File: src/rv_pkg.sv
package rv_pkg;

    // major opcodes of the kept subset
    localparam logic [6:0] OPC_OP_IMM = 7'b0010011;
    localparam logic [6:0] OPC_OP     = 7'b0110011;
    localparam logic [6:0] OPC_LUI    = 7'b0110111;
    localparam logic [6:0] OPC_BRANCH = 7'b1100011;
    localparam logic [6:0] OPC_JAL    = 7'b1101111;

    localparam logic [2:0] F3_ADD_SUB = 3'b000;
    localparam logic [2:0] F3_XOR     = 3'b100;
    localparam logic [2:0] F3_OR      = 3'b110;
    localparam logic [2:0] F3_AND     = 3'b111;
    localparam logic [2:0] F3_BEQ     = 3'b000;
    localparam logic [2:0] F3_BNE     = 3'b001;

    typedef enum logic [3:0] {
        ALU_ADD,
        ALU_SUB,
        ALU_AND,
        ALU_OR,
        ALU_XOR,
        ALU_PASS_B,    // lui
        ALU_LINK       // pc + 4
    } alu_op_e;

    // one instruction word, three ways of slicing it
    typedef union packed {
        struct packed {
            logic [6:0] funct7;
            logic [4:0] rs2;
            logic [4:0] rs1;
            logic [2:0] funct3;
            logic [4:0] rd;
            logic [6:0] opcode;
        } r;
        struct packed {
            logic [11:0] imm12;
            logic [4:0]  rs1;
            logic [2:0]  funct3;
            logic [4:0]  rd;
            logic [6:0]  opcode;
        } i;
        struct packed {
            logic [6:0] hi;      // imm bits scattered over the top
            logic [4:0] rs2;
            logic [4:0] rs1;
            logic [2:0] funct3;
            logic [4:0] lo;
            logic [6:0] opcode;
        } bj;
    } instr_u;

endpackage
File: src/rv_core_top.sv
`timescale 1ns/1ps

module rv_core_top #(
    parameter int XLEN       = 32,
    parameter int IMEM_WORDS = 64
) (
    input  logic                          clk,
    input  logic                          rst_n_i,
    input  logic                          run_i,
    input  logic                          imem_we_i,
    input  logic [$clog2(IMEM_WORDS)-1:0] imem_addr_i,
    input  logic [31:0]                   imem_wdata_i,
    output logic                          retire_valid_o,
    output logic [XLEN-1:0]               retire_pc_o,
    output logic [31:0]                   retire_instr_o,
    output logic [4:0]                    retire_rd_o,
    output logic [XLEN-1:0]               retire_wdata_o
);

    import rv_pkg::*;

    logic            if_valid;
    logic [XLEN-1:0] if_pc;
    logic [31:0]     if_instr;

    logic            ex_valid;
    logic [XLEN-1:0] ex_pc;
    alu_op_e         ex_op;
    logic [XLEN-1:0] ex_a, ex_b, ex_imm;
    logic [4:0]      ex_rd;
    logic            ex_is_branch, ex_branch_ne, ex_is_jal;
    logic [31:0]     ex_instr;

    logic            redirect;
    logic [XLEN-1:0] redirect_pc;
    logic [XLEN-1:0] ex_result;
    logic [4:0]      ex_rd_fwd;
    logic            ex_fwd_valid;
    logic            wb_valid;
    logic [4:0]      wb_rd;
    logic [XLEN-1:0] wb_data;

    fetch_unit #(.XLEN(XLEN), .IMEM_WORDS(IMEM_WORDS)) u_fetch (
        .clk           (clk),
        .rst_n_i       (rst_n_i),
        .run_i         (run_i),
        .imem_we_i     (imem_we_i),
        .imem_addr_i   (imem_addr_i),
        .imem_wdata_i  (imem_wdata_i),
        .redirect_i    (redirect),
        .redirect_pc_i (redirect_pc),
        .if_valid_o    (if_valid),
        .if_pc_o       (if_pc),
        .if_instr_o    (if_instr)
    );

    decode_stage #(.XLEN(XLEN)) u_decode (
        .clk            (clk),
        .rst_n_i        (rst_n_i),
        .if_valid_i     (if_valid),
        .if_pc_i        (if_pc),
        .if_instr_i     (if_instr),
        .flush_i        (redirect),     // squashes ID and EX
        .ex_result_i    (ex_result),
        .ex_rd_fwd_i    (ex_rd_fwd),
        .ex_fwd_valid_i (ex_fwd_valid),
        .wb_valid_i     (wb_valid),
        .wb_rd_i        (wb_rd),
        .wb_data_i      (wb_data),
        .ex_valid_o     (ex_valid),
        .ex_pc_o        (ex_pc),
        .ex_op_o        (ex_op),
        .ex_a_o         (ex_a),
        .ex_b_o         (ex_b),
        .ex_imm_o       (ex_imm),
        .ex_rd_o        (ex_rd),
        .ex_is_branch_o (ex_is_branch),
        .ex_branch_ne_o (ex_branch_ne),
        .ex_is_jal_o    (ex_is_jal),
        .ex_instr_o     (ex_instr)
    );

    execute_stage #(.XLEN(XLEN)) u_execute (
        .clk            (clk),
        .rst_n_i        (rst_n_i),
        .ex_valid_i     (ex_valid),
        .ex_pc_i        (ex_pc),
        .ex_op_i        (ex_op),
        .ex_a_i         (ex_a),
        .ex_b_i         (ex_b),
        .ex_imm_i       (ex_imm),
        .ex_rd_i        (ex_rd),
        .ex_is_branch_i (ex_is_branch),
        .ex_branch_ne_i (ex_branch_ne),
        .ex_is_jal_i    (ex_is_jal),
        .ex_instr_i     (ex_instr),
        .redirect_o     (redirect),
        .redirect_pc_o  (redirect_pc),
        .ex_result_o    (ex_result),
        .ex_rd_fwd_o    (ex_rd_fwd),
        .ex_fwd_valid_o (ex_fwd_valid),
        .wb_valid_o     (wb_valid),
        .wb_rd_o        (wb_rd),
        .wb_data_o      (wb_data),
        .retire_valid_o (retire_valid_o),
        .retire_pc_o    (retire_pc_o),
        .retire_instr_o (retire_instr_o),
        .retire_rd_o    (retire_rd_o),
        .retire_wdata_o (retire_wdata_o)
    );

endmodule

File: src/execute_stage.sv
`timescale 1ns/1ps

module execute_stage #(
    parameter int XLEN = 32
) (
    input  logic             clk,
    input  logic             rst_n_i,
    input  logic             ex_valid_i,
    input  logic [XLEN-1:0]  ex_pc_i,
    input  rv_pkg::alu_op_e  ex_op_i,
    input  logic [XLEN-1:0]  ex_a_i,
    input  logic [XLEN-1:0]  ex_b_i,
    input  logic [XLEN-1:0]  ex_imm_i,
    input  logic [4:0]       ex_rd_i,
    input  logic             ex_is_branch_i,
    input  logic             ex_branch_ne_i,
    input  logic             ex_is_jal_i,
    input  logic [31:0]      ex_instr_i,
    output logic             redirect_o,
    output logic [XLEN-1:0]  redirect_pc_o,
    output logic [XLEN-1:0]  ex_result_o,
    output logic [4:0]       ex_rd_fwd_o,
    output logic             ex_fwd_valid_o,
    output logic             wb_valid_o,
    output logic [4:0]       wb_rd_o,
    output logic [XLEN-1:0]  wb_data_o,
    output logic             retire_valid_o,
    output logic [XLEN-1:0]  retire_pc_o,
    output logic [31:0]      retire_instr_o,
    output logic [4:0]       retire_rd_o,
    output logic [XLEN-1:0]  retire_wdata_o
);

    import rv_pkg::*;

    logic [XLEN-1:0] alu_res;
    logic            taken;

    always_comb begin
        case (ex_op_i)
            ALU_ADD:    alu_res = ex_a_i + ex_b_i;
            ALU_SUB:    alu_res = ex_a_i - ex_b_i;
            ALU_AND:    alu_res = ex_a_i & ex_b_i;
            ALU_OR:     alu_res = ex_a_i | ex_b_i;
            ALU_XOR:    alu_res = ex_a_i ^ ex_b_i;
            ALU_PASS_B: alu_res = ex_b_i;
            ALU_LINK:   alu_res = ex_pc_i + XLEN'(4);
            default:    alu_res = '0;
        endcase
    end

    assign taken         = ex_is_branch_i && ((ex_a_i == ex_b_i) ^ ex_branch_ne_i);
    assign redirect_o    = ex_valid_i && (ex_is_jal_i || taken);
    assign redirect_pc_o = ex_pc_i + ex_imm_i;   // same adder form for beq/bne/jal

    assign ex_result_o    = alu_res;
    assign ex_rd_fwd_o    = ex_rd_i;
    assign ex_fwd_valid_o = ex_valid_i && (ex_rd_i != 5'd0);

    always_ff @(posedge clk) begin
        if (!rst_n_i) begin
            retire_valid_o <= 1'b0;
            wb_valid_o     <= 1'b0;
        end else begin
            retire_valid_o <= ex_valid_i;
            wb_valid_o     <= ex_fwd_valid_o;
        end
    end

    // branches and dead writes retire as rd 0 / data 0
    always_ff @(posedge clk) begin
        wb_rd_o        <= ex_rd_i;
        wb_data_o      <= (ex_rd_i == 5'd0) ? '0 : alu_res;
        retire_pc_o    <= ex_pc_i;
        retire_instr_o <= ex_instr_i;
    end

    assign retire_rd_o    = wb_rd_o;
    assign retire_wdata_o = wb_data_o;

    // the flush in decode must leave a bubble behind every redirect
    a_redirect_bubble: assert property (
        @(posedge clk) disable iff (!rst_n_i)
        redirect_o |-> ex_valid_i ##1 !ex_valid_i
    );

endmodule

File: src/decode_stage.sv
`timescale 1ns/1ps

module decode_stage #(
    parameter int XLEN = 32
) (
    input  logic             clk,
    input  logic             rst_n_i,
    input  logic             if_valid_i,
    input  logic [XLEN-1:0]  if_pc_i,
    input  logic [31:0]      if_instr_i,
    input  logic             flush_i,
    input  logic [XLEN-1:0]  ex_result_i,
    input  logic [4:0]       ex_rd_fwd_i,
    input  logic             ex_fwd_valid_i,
    input  logic             wb_valid_i,
    input  logic [4:0]       wb_rd_i,
    input  logic [XLEN-1:0]  wb_data_i,
    output logic             ex_valid_o,
    output logic [XLEN-1:0]  ex_pc_o,
    output rv_pkg::alu_op_e  ex_op_o,
    output logic [XLEN-1:0]  ex_a_o,
    output logic [XLEN-1:0]  ex_b_o,
    output logic [XLEN-1:0]  ex_imm_o,
    output logic [4:0]       ex_rd_o,
    output logic             ex_is_branch_o,
    output logic             ex_branch_ne_o,
    output logic             ex_is_jal_o,
    output logic [31:0]      ex_instr_o
);

    import rv_pkg::*;

    logic            id_valid;
    logic [XLEN-1:0] id_pc;
    instr_u          id_word;

    alu_op_e         dec_op;
    logic [XLEN-1:0] dec_imm;
    logic            dec_use_imm;
    logic            dec_writes;
    logic            dec_branch;
    logic            dec_jal;
    logic [4:0]      dec_rd;
    logic [XLEN-1:0] rf_a, rf_b, opnd_a, opnd_b;

    always_ff @(posedge clk) begin
        if (!rst_n_i || flush_i) begin
            id_valid <= 1'b0;
        end else begin
            id_valid <= if_valid_i;
        end
    end

    always_ff @(posedge clk) begin
        id_pc   <= if_pc_i;
        id_word <= if_instr_i;
    end

    always_comb begin
        dec_op      = ALU_ADD;
        dec_imm     = '0;
        dec_use_imm = 1'b0;
        dec_writes  = 1'b0;
        dec_branch  = 1'b0;
        dec_jal     = 1'b0;
        case (id_word.r.opcode)
            OPC_OP_IMM: begin
                dec_use_imm = 1'b1;
                dec_imm     = XLEN'($signed(id_word.i.imm12));
                dec_writes  = 1'b1;
                case (id_word.i.funct3)
                    F3_ADD_SUB: dec_op = ALU_ADD;
                    F3_XOR:     dec_op = ALU_XOR;
                    F3_OR:      dec_op = ALU_OR;
                    F3_AND:     dec_op = ALU_AND;
                    default:    dec_writes = 1'b0;   // slt, shifts not kept
                endcase
            end
            OPC_OP: begin
                dec_writes = 1'b1;
                case (id_word.r.funct3)
                    F3_ADD_SUB: dec_op = id_word.r.funct7[5] ? ALU_SUB : ALU_ADD;
                    F3_XOR:     dec_op = ALU_XOR;
                    F3_OR:      dec_op = ALU_OR;
                    F3_AND:     dec_op = ALU_AND;
                    default:    dec_writes = 1'b0;
                endcase
            end
            OPC_LUI: begin
                dec_op      = ALU_PASS_B;
                dec_use_imm = 1'b1;
                dec_imm     = XLEN'($signed({id_word.i.imm12, id_word.i.rs1,
                                             id_word.i.funct3, 12'b0}));
                dec_writes  = 1'b1;
            end
            OPC_BRANCH: begin
                dec_branch = (id_word.bj.funct3 == F3_BEQ) || (id_word.bj.funct3 == F3_BNE);
                dec_imm    = XLEN'($signed({id_word.bj.hi[6], id_word.bj.lo[0],
                                            id_word.bj.hi[5:0], id_word.bj.lo[4:1], 1'b0}));
            end
            OPC_JAL: begin
                dec_op     = ALU_LINK;
                dec_jal    = 1'b1;
                dec_writes = 1'b1;
                dec_imm    = XLEN'($signed({id_word.bj.hi[6], id_word.bj.rs1,
                                            id_word.bj.funct3, id_word.bj.rs2[0],
                                            id_word.bj.hi[5:0], id_word.bj.rs2[4:1], 1'b0}));
            end
            default: ;
        endcase
    end

    assign dec_rd = dec_writes ? id_word.r.rd : 5'd0;   // rd 0 means no write

    reg_file #(.XLEN(XLEN)) u_rf (
        .clk        (clk),
        .rst_n_i    (rst_n_i),
        .rs1_i      (id_word.r.rs1),
        .rs2_i      (id_word.r.rs2),
        .rs1_data_o (rf_a),
        .rs2_data_o (rf_b),
        .we_i       (wb_valid_i),
        .rd_i       (wb_rd_i),
        .rd_data_i  (wb_data_i)
    );

    // newest producer wins: execute, then writeback, then the file
    function automatic logic [XLEN-1:0] fwd_sel(input logic [4:0] rs,
                                               input logic [XLEN-1:0] rf_val);
        if (rs != 5'd0 && ex_fwd_valid_i && ex_rd_fwd_i == rs) begin
            return ex_result_i;
        end else if (rs != 5'd0 && wb_valid_i && wb_rd_i == rs) begin
            return wb_data_i;
        end
        return rf_val;
    endfunction

    always_comb begin
        opnd_a = fwd_sel(id_word.r.rs1, rf_a);
        opnd_b = fwd_sel(id_word.r.rs2, rf_b);
    end

    always_ff @(posedge clk) begin
        if (!rst_n_i || flush_i) begin
            ex_valid_o <= 1'b0;
        end else begin
            ex_valid_o <= id_valid;
        end
    end

    always_ff @(posedge clk) begin
        ex_pc_o        <= id_pc;
        ex_op_o        <= dec_op;
        ex_a_o         <= opnd_a;
        ex_b_o         <= dec_use_imm ? dec_imm : opnd_b;
        ex_imm_o       <= dec_imm;
        ex_rd_o        <= dec_rd;
        ex_is_branch_o <= dec_branch;
        ex_branch_ne_o <= (id_word.bj.funct3 == F3_BNE);
        ex_is_jal_o    <= dec_jal;
        ex_instr_o     <= id_word;
    end

endmodule

File: src/reg_file.sv
`timescale 1ns/1ps

module reg_file #(
    parameter int XLEN = 32
) (
    input  logic            clk,
    input  logic            rst_n_i,
    input  logic [4:0]      rs1_i,
    input  logic [4:0]      rs2_i,
    output logic [XLEN-1:0] rs1_data_o,
    output logic [XLEN-1:0] rs2_data_o,
    input  logic            we_i,
    input  logic [4:0]      rd_i,
    input  logic [XLEN-1:0] rd_data_i
);

    logic [XLEN-1:0] regs [31:1];   // no storage behind x0

    always_ff @(posedge clk) begin
        if (!rst_n_i) begin
            for (int n = 1; n < 32; n++) begin
                regs[n] <= '0;
            end
        end else if (we_i) begin
            regs[rd_i] <= rd_data_i;
        end
    end

    assign rs1_data_o = (rs1_i == 5'd0) ? '0 : regs[rs1_i];
    assign rs2_data_o = (rs2_i == 5'd0) ? '0 : regs[rs2_i];

    // decode maps rd x0 to no-write, execute keeps that through writeback
    a_no_x0_write: assert property (
        @(posedge clk) disable iff (!rst_n_i)
        we_i |-> rd_i != 5'd0
    );

endmodule

File: src/fetch_unit.sv
`timescale 1ns/1ps

module fetch_unit #(
    parameter int XLEN       = 32,
    parameter int IMEM_WORDS = 64
) (
    input  logic                          clk,
    input  logic                          rst_n_i,
    input  logic                          run_i,
    input  logic                          imem_we_i,
    input  logic [$clog2(IMEM_WORDS)-1:0] imem_addr_i,
    input  logic [31:0]                   imem_wdata_i,
    input  logic                          redirect_i,
    input  logic [XLEN-1:0]               redirect_pc_i,
    output logic                          if_valid_o,
    output logic [XLEN-1:0]               if_pc_o,
    output logic [31:0]                   if_instr_o
);

    localparam int AW = $clog2(IMEM_WORDS);

    logic [31:0]     imem [IMEM_WORDS];
    logic [XLEN-1:0] pc;

    // load port, usable any time
    always_ff @(posedge clk) begin
        if (imem_we_i) begin
            imem[imem_addr_i] <= imem_wdata_i;
        end
    end

    always_ff @(posedge clk) begin
        if (!rst_n_i) begin
            pc <= '0;
        end else if (!run_i) begin
            pc <= '0;                  // parked until run
        end else if (redirect_i) begin
            pc <= redirect_pc_i;
        end else begin
            pc <= pc + XLEN'(4);
        end
    end

    assign if_valid_o = run_i;
    assign if_pc_o    = pc;
    assign if_instr_o = imem[pc[AW+1:2]];   // word index, upper bits wrap

    // targets come from execute, so alignment depends on the immediates there
    a_pc_aligned: assert property (
        @(posedge clk) disable iff (!rst_n_i)
        pc[1:0] == 2'b00
    );

endmodule

File: config.mk
export PLATFORM = sky130hd
export DESIGN_NAME = rv_core_top
export DESIGN_NICKNAME = d
export VERILOG_FILES = /design/src/rv_pkg.sv /design/src/rv_core_top.sv /design/src/execute_stage.sv /design/src/decode_stage.sv /design/src/reg_file.sv /design/src/fetch_unit.sv
export SDC_FILE = /design/constraint.sdc
export NUM_CORES = 2
export LEC_CHECK = 0
export CORE_AREA = 2 2 714 716
export DETAILED_ROUTE_END_ITERATION = 8
export DIE_AREA = 0 0 716 718
export DONT_BUFFER_PORTS = 1
export GPL_TIMING_DRIVEN = 0
export HOLD_SLACK_MARGIN = 0.12
export PLACE_DENSITY = 0.43
export RECOVER_POWER = 50
export SETUP_SLACK_MARGIN = 0.4
export SYNTH_ARGS = -nofsm -noshare
export SYNTH_HDL_FRONTEND = slang
export SYNTH_HIERARCHICAL = 1
export SYNTH_SLANG_ARGS = --single-unit
File: constraint.sdc
create_clock -name clk -period 9.4 [get_ports clk]
set_input_delay 0.47 -clock clk [delete_from_list [all_inputs] [get_ports clk]]
set_output_delay 0.47 -clock clk [all_outputs]
set_load 0.01 [all_outputs]
; Word-level counts from Yosys, hierarchy flattened
; Memory sizes are Yosys's and may differ from the RTL's. A register that Yosys moved wholly into a read port is not among the register bits.
; Cells that the tools add are included.
[op_classes]
n_addsub = 5
multipliers = 0
div = 0
magnitude_cmp = 0
eq_ne = 20
shifts = 0
n_mux = 33
n_bitwise = 4
reduce_logical = 29
[op_table]
columns = operator, n
row1 = 32-bit 2-to-1 mux, 11
row2 = 32-bit case mux with 7 select lines, 1
row3 = 32-bit case mux with 4 select lines, 1
row4 = 32-bit by 3-bit adder with 32-bit output (second input constant), 2
row5 = 32-bit adder, 2
row6 = 32-bit AND, 1
row7 = 32-bit equality test, 1
row8 = 32-bit OR, 1
row9 = 4-bit case mux with 4 select lines, 2
row10 = 32-bit OR reduction, 1
row11 = 32-bit subtractor, 1
row12 = 32-bit bitwise XOR, 1
row13 = 5-bit equality test, 4
row14 = 5-bit logical NOT, 3
row15 = 1-bit 2-to-1 mux, 15
row16 = 5-bit nonzero test, 3
row17 = 7-bit by 6-bit equality test with 1-bit output (second input constant), 2
row18 = 7-bit equality test (second input constant), 2
row19 = 4-bit by 3-bit equality test with 1-bit output (second input constant), 3
row20 = 1-bit logical AND, 11
row21 = 3-bit equality test (second input constant), 3
row22 = 3-bit case mux with 3 select lines, 1
row23 = 4-bit by 2-bit equality test with 1-bit output (second input constant), 2
row24 = 7-bit by 5-bit equality test with 1-bit output (second input constant), 1
row25 = other kinds (12), 16
[word_totals]
register_bits = 341
latchBits = 0
ramBits = 3040
rom_bits = 0
in_bits = 42
elab_cells = 113
memories = 2
[mem_list]
columns = memory, words, width, read_ports, rd_ports_with_merged_regs, wr, line
row1 = u_fetch.imem, 64, 32, 1, 1, 1, fetch_unit.sv:22  ; logic [31:0] imem [IMEM_WORDS];
row2 = u_decode.u_rf.regs, 31, 32, 2, 0, 31, reg_file.sv:17  ; logic [XLEN-1:0] regs [31:1];

; Depth between registers and ports, before layout
[logic_depth]
word_depth = 7
ltp_mapped = 17

; Cells and area by module
; The synthesis kept the hierarchy.
[by_module_without_submodules]
columns = mod, n_inst, cells_per_inst, area_each_um2, seq_area_each_um2
row1 = fetch_unit, 1, 3647, 79805.3, 62139.6
row2 = reg_file, 1, 3501, 54143.2, 30749.5
row3 = execute_stage, 1, 1298, 9968.3, 2062.0
row4 = decode_stage, 1, 630, 7681.1, 4744.6

; Least setup slack after synthesis
; Ideal clock, no wire load.
[synth_timing]
path_type = flip-flop to flip-flop
startpoint = register u_execute.wb_rd_o[1] (netlist: u_execute/retire_rd_o[1])
endpoint = memory u_decode.u_rf.regs[20][0], enable pin
setup_time_ns = 0.466
arrival_ns = 3.487
path_slack_ns = 5.447
stages_incl_launch_ff = 6
period_less_slack_ns = 3.953
cell_sequence = dfxtp_1 > buf_4 > or3_1 > clkbuf_1 > clkbuf_1 > o21ai_0
[synth_rtl]
columns = element, line
row1 = from (decl), execute_stage.sv:25  ; output logic [4:0] wb_rd_o,
row2 = from (signal assigned), execute_stage.sv:72  ; wb_rd_o <= ex_rd_i;
row3 = to (decl), reg_file.sv:17

; Worst setup path after layout
[layout_timing]
startpoint = register u_decode/id_word[22] (netlist bit) (read register of u_fetch.imem)
endpoint = register u_decode.ex_b_o[9]
[layout_between]
word_cells_on_any_way = 15
classes_between = eq/ne: 2 / mux: 6 / reduce/logical: 6 / memory: 1
[layout_rtl]
columns = element, line
row1 = from (decl), decode_stage.sv:35  ; instr_u id_word;
row2 = memory 31 x 32 bit / 5-bit logical NOT (equally long branches), n/a
row3 = 32-bit 2-to-1 mux *, reg_file.sv:30  ; assign rs2_data_o = (rs2_i == 5'd0) ? '0 : regs[rs2_i];
row4 = via u_decode.rf_b[9], decode_stage.sv:44  ; logic [XLEN-1:0] rf_a, rf_b, opnd_a, opnd_b;
row5 = 32-bit 2-to-1 mux *, decode_stage.sv:135  ; return rf_val;
row6 = 32-bit 2-to-1 mux *, decode_stage.sv:155  ; ex_b_o <= dec_use_imm ? dec_imm : opnd_b;
row7 = to (signal assigned), decode_stage.sv:155
row8 = to (decl), decode_stage.sv:22  ; output logic [XLEN-1:0] ex_b_o,
; The timed path passes the listed nets; every way through them passes the cells marked *.
; A chain may end at the register's enable or synchronous reset.

==> flow_metrics.env <==
export IMPL_ys_warn_count=6
export IMPL_drt_iter0_drc=10838
export IMPL_cts_tree="yes"
export IMPL_p_leak_nw=57.8
export IMPL_grtUsageTotal_pct=22.9
export IMPL_cts_sinks=3444
export IMPL_fin_crit_sh_pct=65.6
export IMPL_hold_path_class="in2reg"
export IMPL_cts_htree_levels=5
export IMPL_total_power_mw=35.0
export IMPL_synth_seq_cells=3444
export IMPL_top_layer_used="met5"
export IMPL_worstPathArrival_ns=6.93
export IMPL_antenna_found_initial=42
export IMPL_rsz0062_at_grt="no"
export IMPL_drv_slew=3083
export IMPL_core_area_mm2=0.507
export IMPL_met3_length_um=40800
export IMPL_drc=0
export IMPL_dr_wl_met2_um=289000
export IMPL_fp_dieArea_mm2=0.514
export IMPL_cp_slowest_cell="nand3b_1"
export IMPL_max_slew_worst_pin_slew_ns=3.58
export IMPL_num_nets_final=9842
export IMPL_avgSynthCellArea_um2=16.7
export IMPL_die_x_um=716
export IMPL_slew_headroom_pct=-139
export IMPL_finalClockSkew_ns=0.0719
export IMPL_violations="max-capacitance violations, max-slew violations"
export IMPL_yosys_area_top_type="edfxtp_1"
export IMPL_synthFlopType="edfxtp_1"
export IMPL_cp_common_cell="buf_2"
export IMPL_crit_family="buffers and inverters"
export IMPL_period_needed_ns=6.16
export IMPL_clk_latency_ns=0.99
export IMPL_layout_drive_gt1_share_pct=20.6
export IMPL_synthesis_area_mm2=0.152
export IMPL_run_status="complete, but fails checks"
export IMPL_cts_made_buffers=384
export IMPL_synth_cells=9076
export IMPL_dp_hpwl_um=425000
export IMPL_start_util_pct=29.9
export IMPL_cts_path_max_buffers=4
export IMPL_first_global_vias=92820
export IMPL_rows=262
export IMPL_synth_edf_count=3072
export IMPL_path_class="reg2reg"
export IMPL_placed_area_mm2=0.164
export IMPL_overflow=0
export IMPL_dr_pass1_iters=6
export IMPL_ir_worst_vdd_uv=151
export IMPL_drt_wl_total_um=605000
export IMPL_antenna_left=0
export IMPL_synth_net_count=9258
export IMPL_cap_violations=98
export IMPL_power_density_mw_per_mm2=200
export IMPL_num_vias=91580
export IMPL_synth_seq_area_share_pct=65.8
export IMPL_postCtsSetupBuffers=0
export IMPL_gp_congestion=0.905
export IMPL_required_ns=10.17
export IMPL_crit_fanout=10
export IMPL_synth_top_area_share_pct=60.9
export IMPL_wl_per_cell_um=36.2
export IMPL_ios=144
export IMPL_met1_length_um=243000
export IMPL_fmax_mhz=162
export IMPL_rrSetupSlack_ns=3.24
export IMPL_cts_repair_resized=0
export IMPL_finalHoldViolCount=0
export IMPL_grt_max_degree=65
export IMPL_slowest_delay_ns=0.97
export IMPL_ys_top_cells_by_area="edfxtp_1 61%, mux4_2 14%, dfxtp_1 4.9%"
export IMPL_fin_area_mm2=0.175
export IMPL_cp_end_kind="flip-flop"
export IMPL_dieHeight_um=718
export IMPL_grt_pass1_wl_um=811000
export IMPL_async_reset_ff_share_pct=0
export IMPL_startpoint_type="flip-flop"
export IMPL_cts_clk_slew_worst_paths_ns=0.06
export IMPL_fin_tns_setup_ns=0
export IMPL_path_buf_inv=4
export IMPL_finalSetupViolCount=0
export IMPL_synth_distinct_cells=109
export IMPL_avgViaCountPerCell=5.48
export IMPL_port_buffers=0
export IMPL_area_growth_pct=15.7
export IMPL_cts_root_buf="clkbuf_16"
export IMPL_path_cells="buf_2 > buf_2 > buf_2 > nand3b_1 > clkbuf_1 > o221ai_1 > a211oi_1 > nor3_1 > a2bb2oi_1"
layer usage:
layer	vias to the layer above	GRT usage (%)
li1	37149	-
met4	10	10.1
met1	49104	29.9
met5	-	0
met3	1108	3.48
met2	4209	38.0
worst register-to-register path, delay by kind of cell (launching register included):
family                 cells  cell delay, ns
buffers and inverters      4            2.30
AOI/OAI and AO/OA          3            1.21
DFF                        1            0.54
and+or+nand+nor            2            1.91
synth_stat cells, types with 18 or more instances:
library cell and n:
xor2_1 50, a21o_1 38, or4_1 21, o21ai_0 134, mux2_2 76, edfxtp_1 3072
nor3b_1 26, buf_1 24, dfxtp_1 372, o21a_1 22, nand2b_1 28, a211oi_1 92
a31oi_1 32, o211ai_1 21, nor4_1 32, buf_6 36, nor2b_1 53, buf_2 146
xnor2_1 73, o21ai_1 18, o22ai_1 169, a21oi_1 172, ha_1 137, mux4_2 949
mux2_1 30, nand4_1 32, nor3_1 92, buf_4 135, a22o_1 56, a22oi_1 53
nand3_1 99, mux2i_1 288, a2111oi_0 26, a221oi_1 66, nor2_1 266, inv_1 123
and3_1 29, and2_1 1048, nand2_1 250, clkbuf_1 393, o221ai_1 63
worst paths after layout:
check	start	endpoint	cells past startpoint
setup / recovery	u_decode/id_word[22]	u_decode/ex_b_o[9]	9
hold / removal	imem_we_i	u_fetch/imem[49][22]	4
hold reg to reg	u_decode/id_pc[8]	u_decode/ex_pc_o[8]	0
setup reg to reg	u_decode/id_word[22]	u_decode/ex_b_o[9]	9
sequential cells by signal, summed over array words and instances, names as in the netlist, 3 cells and up:
register and flops:
u_decode/ex_a_o 32, u_decode/ex_b_o 32, u_decode/ex_imm_o 32, u_decode/ex_instr_o 32
u_decode/ex_op_o 3, u_decode/ex_pc_o 32, u_decode/ex_rd_o 5, u_decode/id_pc 32
u_decode/id_word 32, u_decode/u_rf/regs 1024, u_execute/retire_instr_o 32, u_execute/retire_pc_o 32
u_execute/retire_rd_o 5, u_execute/retire_wdata_o 32, u_fetch/if_pc_o 32, u_fetch/imem 2048
cell type report:
class / count / area (µm²)
clock inverter: 182 / 1620
tap: 6732 / 8420
clock buffer: 500 / 10400
antenna: 20 / 50.0
fill: 48276 / 332000
sequential: 3444 / 99700
inverter: 124 / 465
multi-input combinational: 4769 / 48200
timing repair buffer: 198 / 2890
buffer: 739 / 3660
stage by stage:
stage | std cells | hold WS (ns) | worst slack, ns | utilization [%]
after global placement | 15808 | 0.310 | 0.0956 | 31.6
after floorplan | 9076 | 0.310 | 5.45 | -
final | 16708 | 0.0930 | 3.24 | 34.6
after detailed placement | 15937 | 0.312 | 3.43 | 32.3
after CTS | 16687 | 0.143 | 3.35 | 34.9
after global routing | 16691 | 0.0881 | 3.35 | 34.6
cells by family (layout without fill, tap and decap cells):
logic type | after synthesis | count (layout) | synth area share, %
buffers and inverters | 863 | 1743 | 2.79
DFF | 3444 | 3444 | 65.8
AOI/OAI and AO/OA | 1100 | 1100 | 5.09
muxes | 1343 | 1343 | 16.8
other | 1 | 21 | 0.00247
and+or+nand+nor | 2062 | 2062 | 7.69
adders and majority gates | 140 | 140 | 1.17
xor gates and xnor gates | 123 | 123 | 0.711
repair_timing:
action,4_1_cts,5_1_grt
hold buffers,68,0
endpoints found under the setup margin,0,0
hold endpoints to repair,2110,0
cells in the final DEF (no fill, tap or decap), types with 50 or more instances in the layout:
| master | n |
|---|---|
| a211oi_1 | 92 |
| clkbuf_1 | 567 |
| clkinv_2 | 56 |
| nor3_1 | 90 |
| a22oi_1 | 53 |
| nand2_1 | 250 |
| clkbuf_16 | 395 |
| edfxtp_1 | 3072 |
| nor2_1 | 247 |
| o221ai_1 | 63 |
| a221oi_1 | 66 |
| mux2i_1 | 288 |
| inv_1 | 123 |
| buf_2 | 148 |
| ha_1 | 137 |
| mux2_2 | 76 |
| buf_4 | 103 |
| o22ai_1 | 169 |
| mux4_2 | 949 |
| xor2_1 | 50 |
| nor2b_1 | 53 |
| buf_12 | 62 |
| nand3_1 | 99 |
| a22o_1 | 56 |
| o21ai_0 | 103 |
| and2_1 | 1046 |
| clkinv_1 | 79 |
| xnor2_1 | 73 |
| a21oi_1 | 172 |
| dfxtp_1 | 372 |
where the power goes:
| part | leakage (nW) | internal [mW] | switching, mW | total, mW |
|---|---|---|---|---|
| Sequential | 32.0 | 17.0 | 0.236 | 17.2 |
| Combinational | 19.8 | 1.07 | 2.07 | 3.14 |
| Clock | 5.89 | 8.43 | 6.27 | 14.7 |
(Power assumes the default switching activity.)
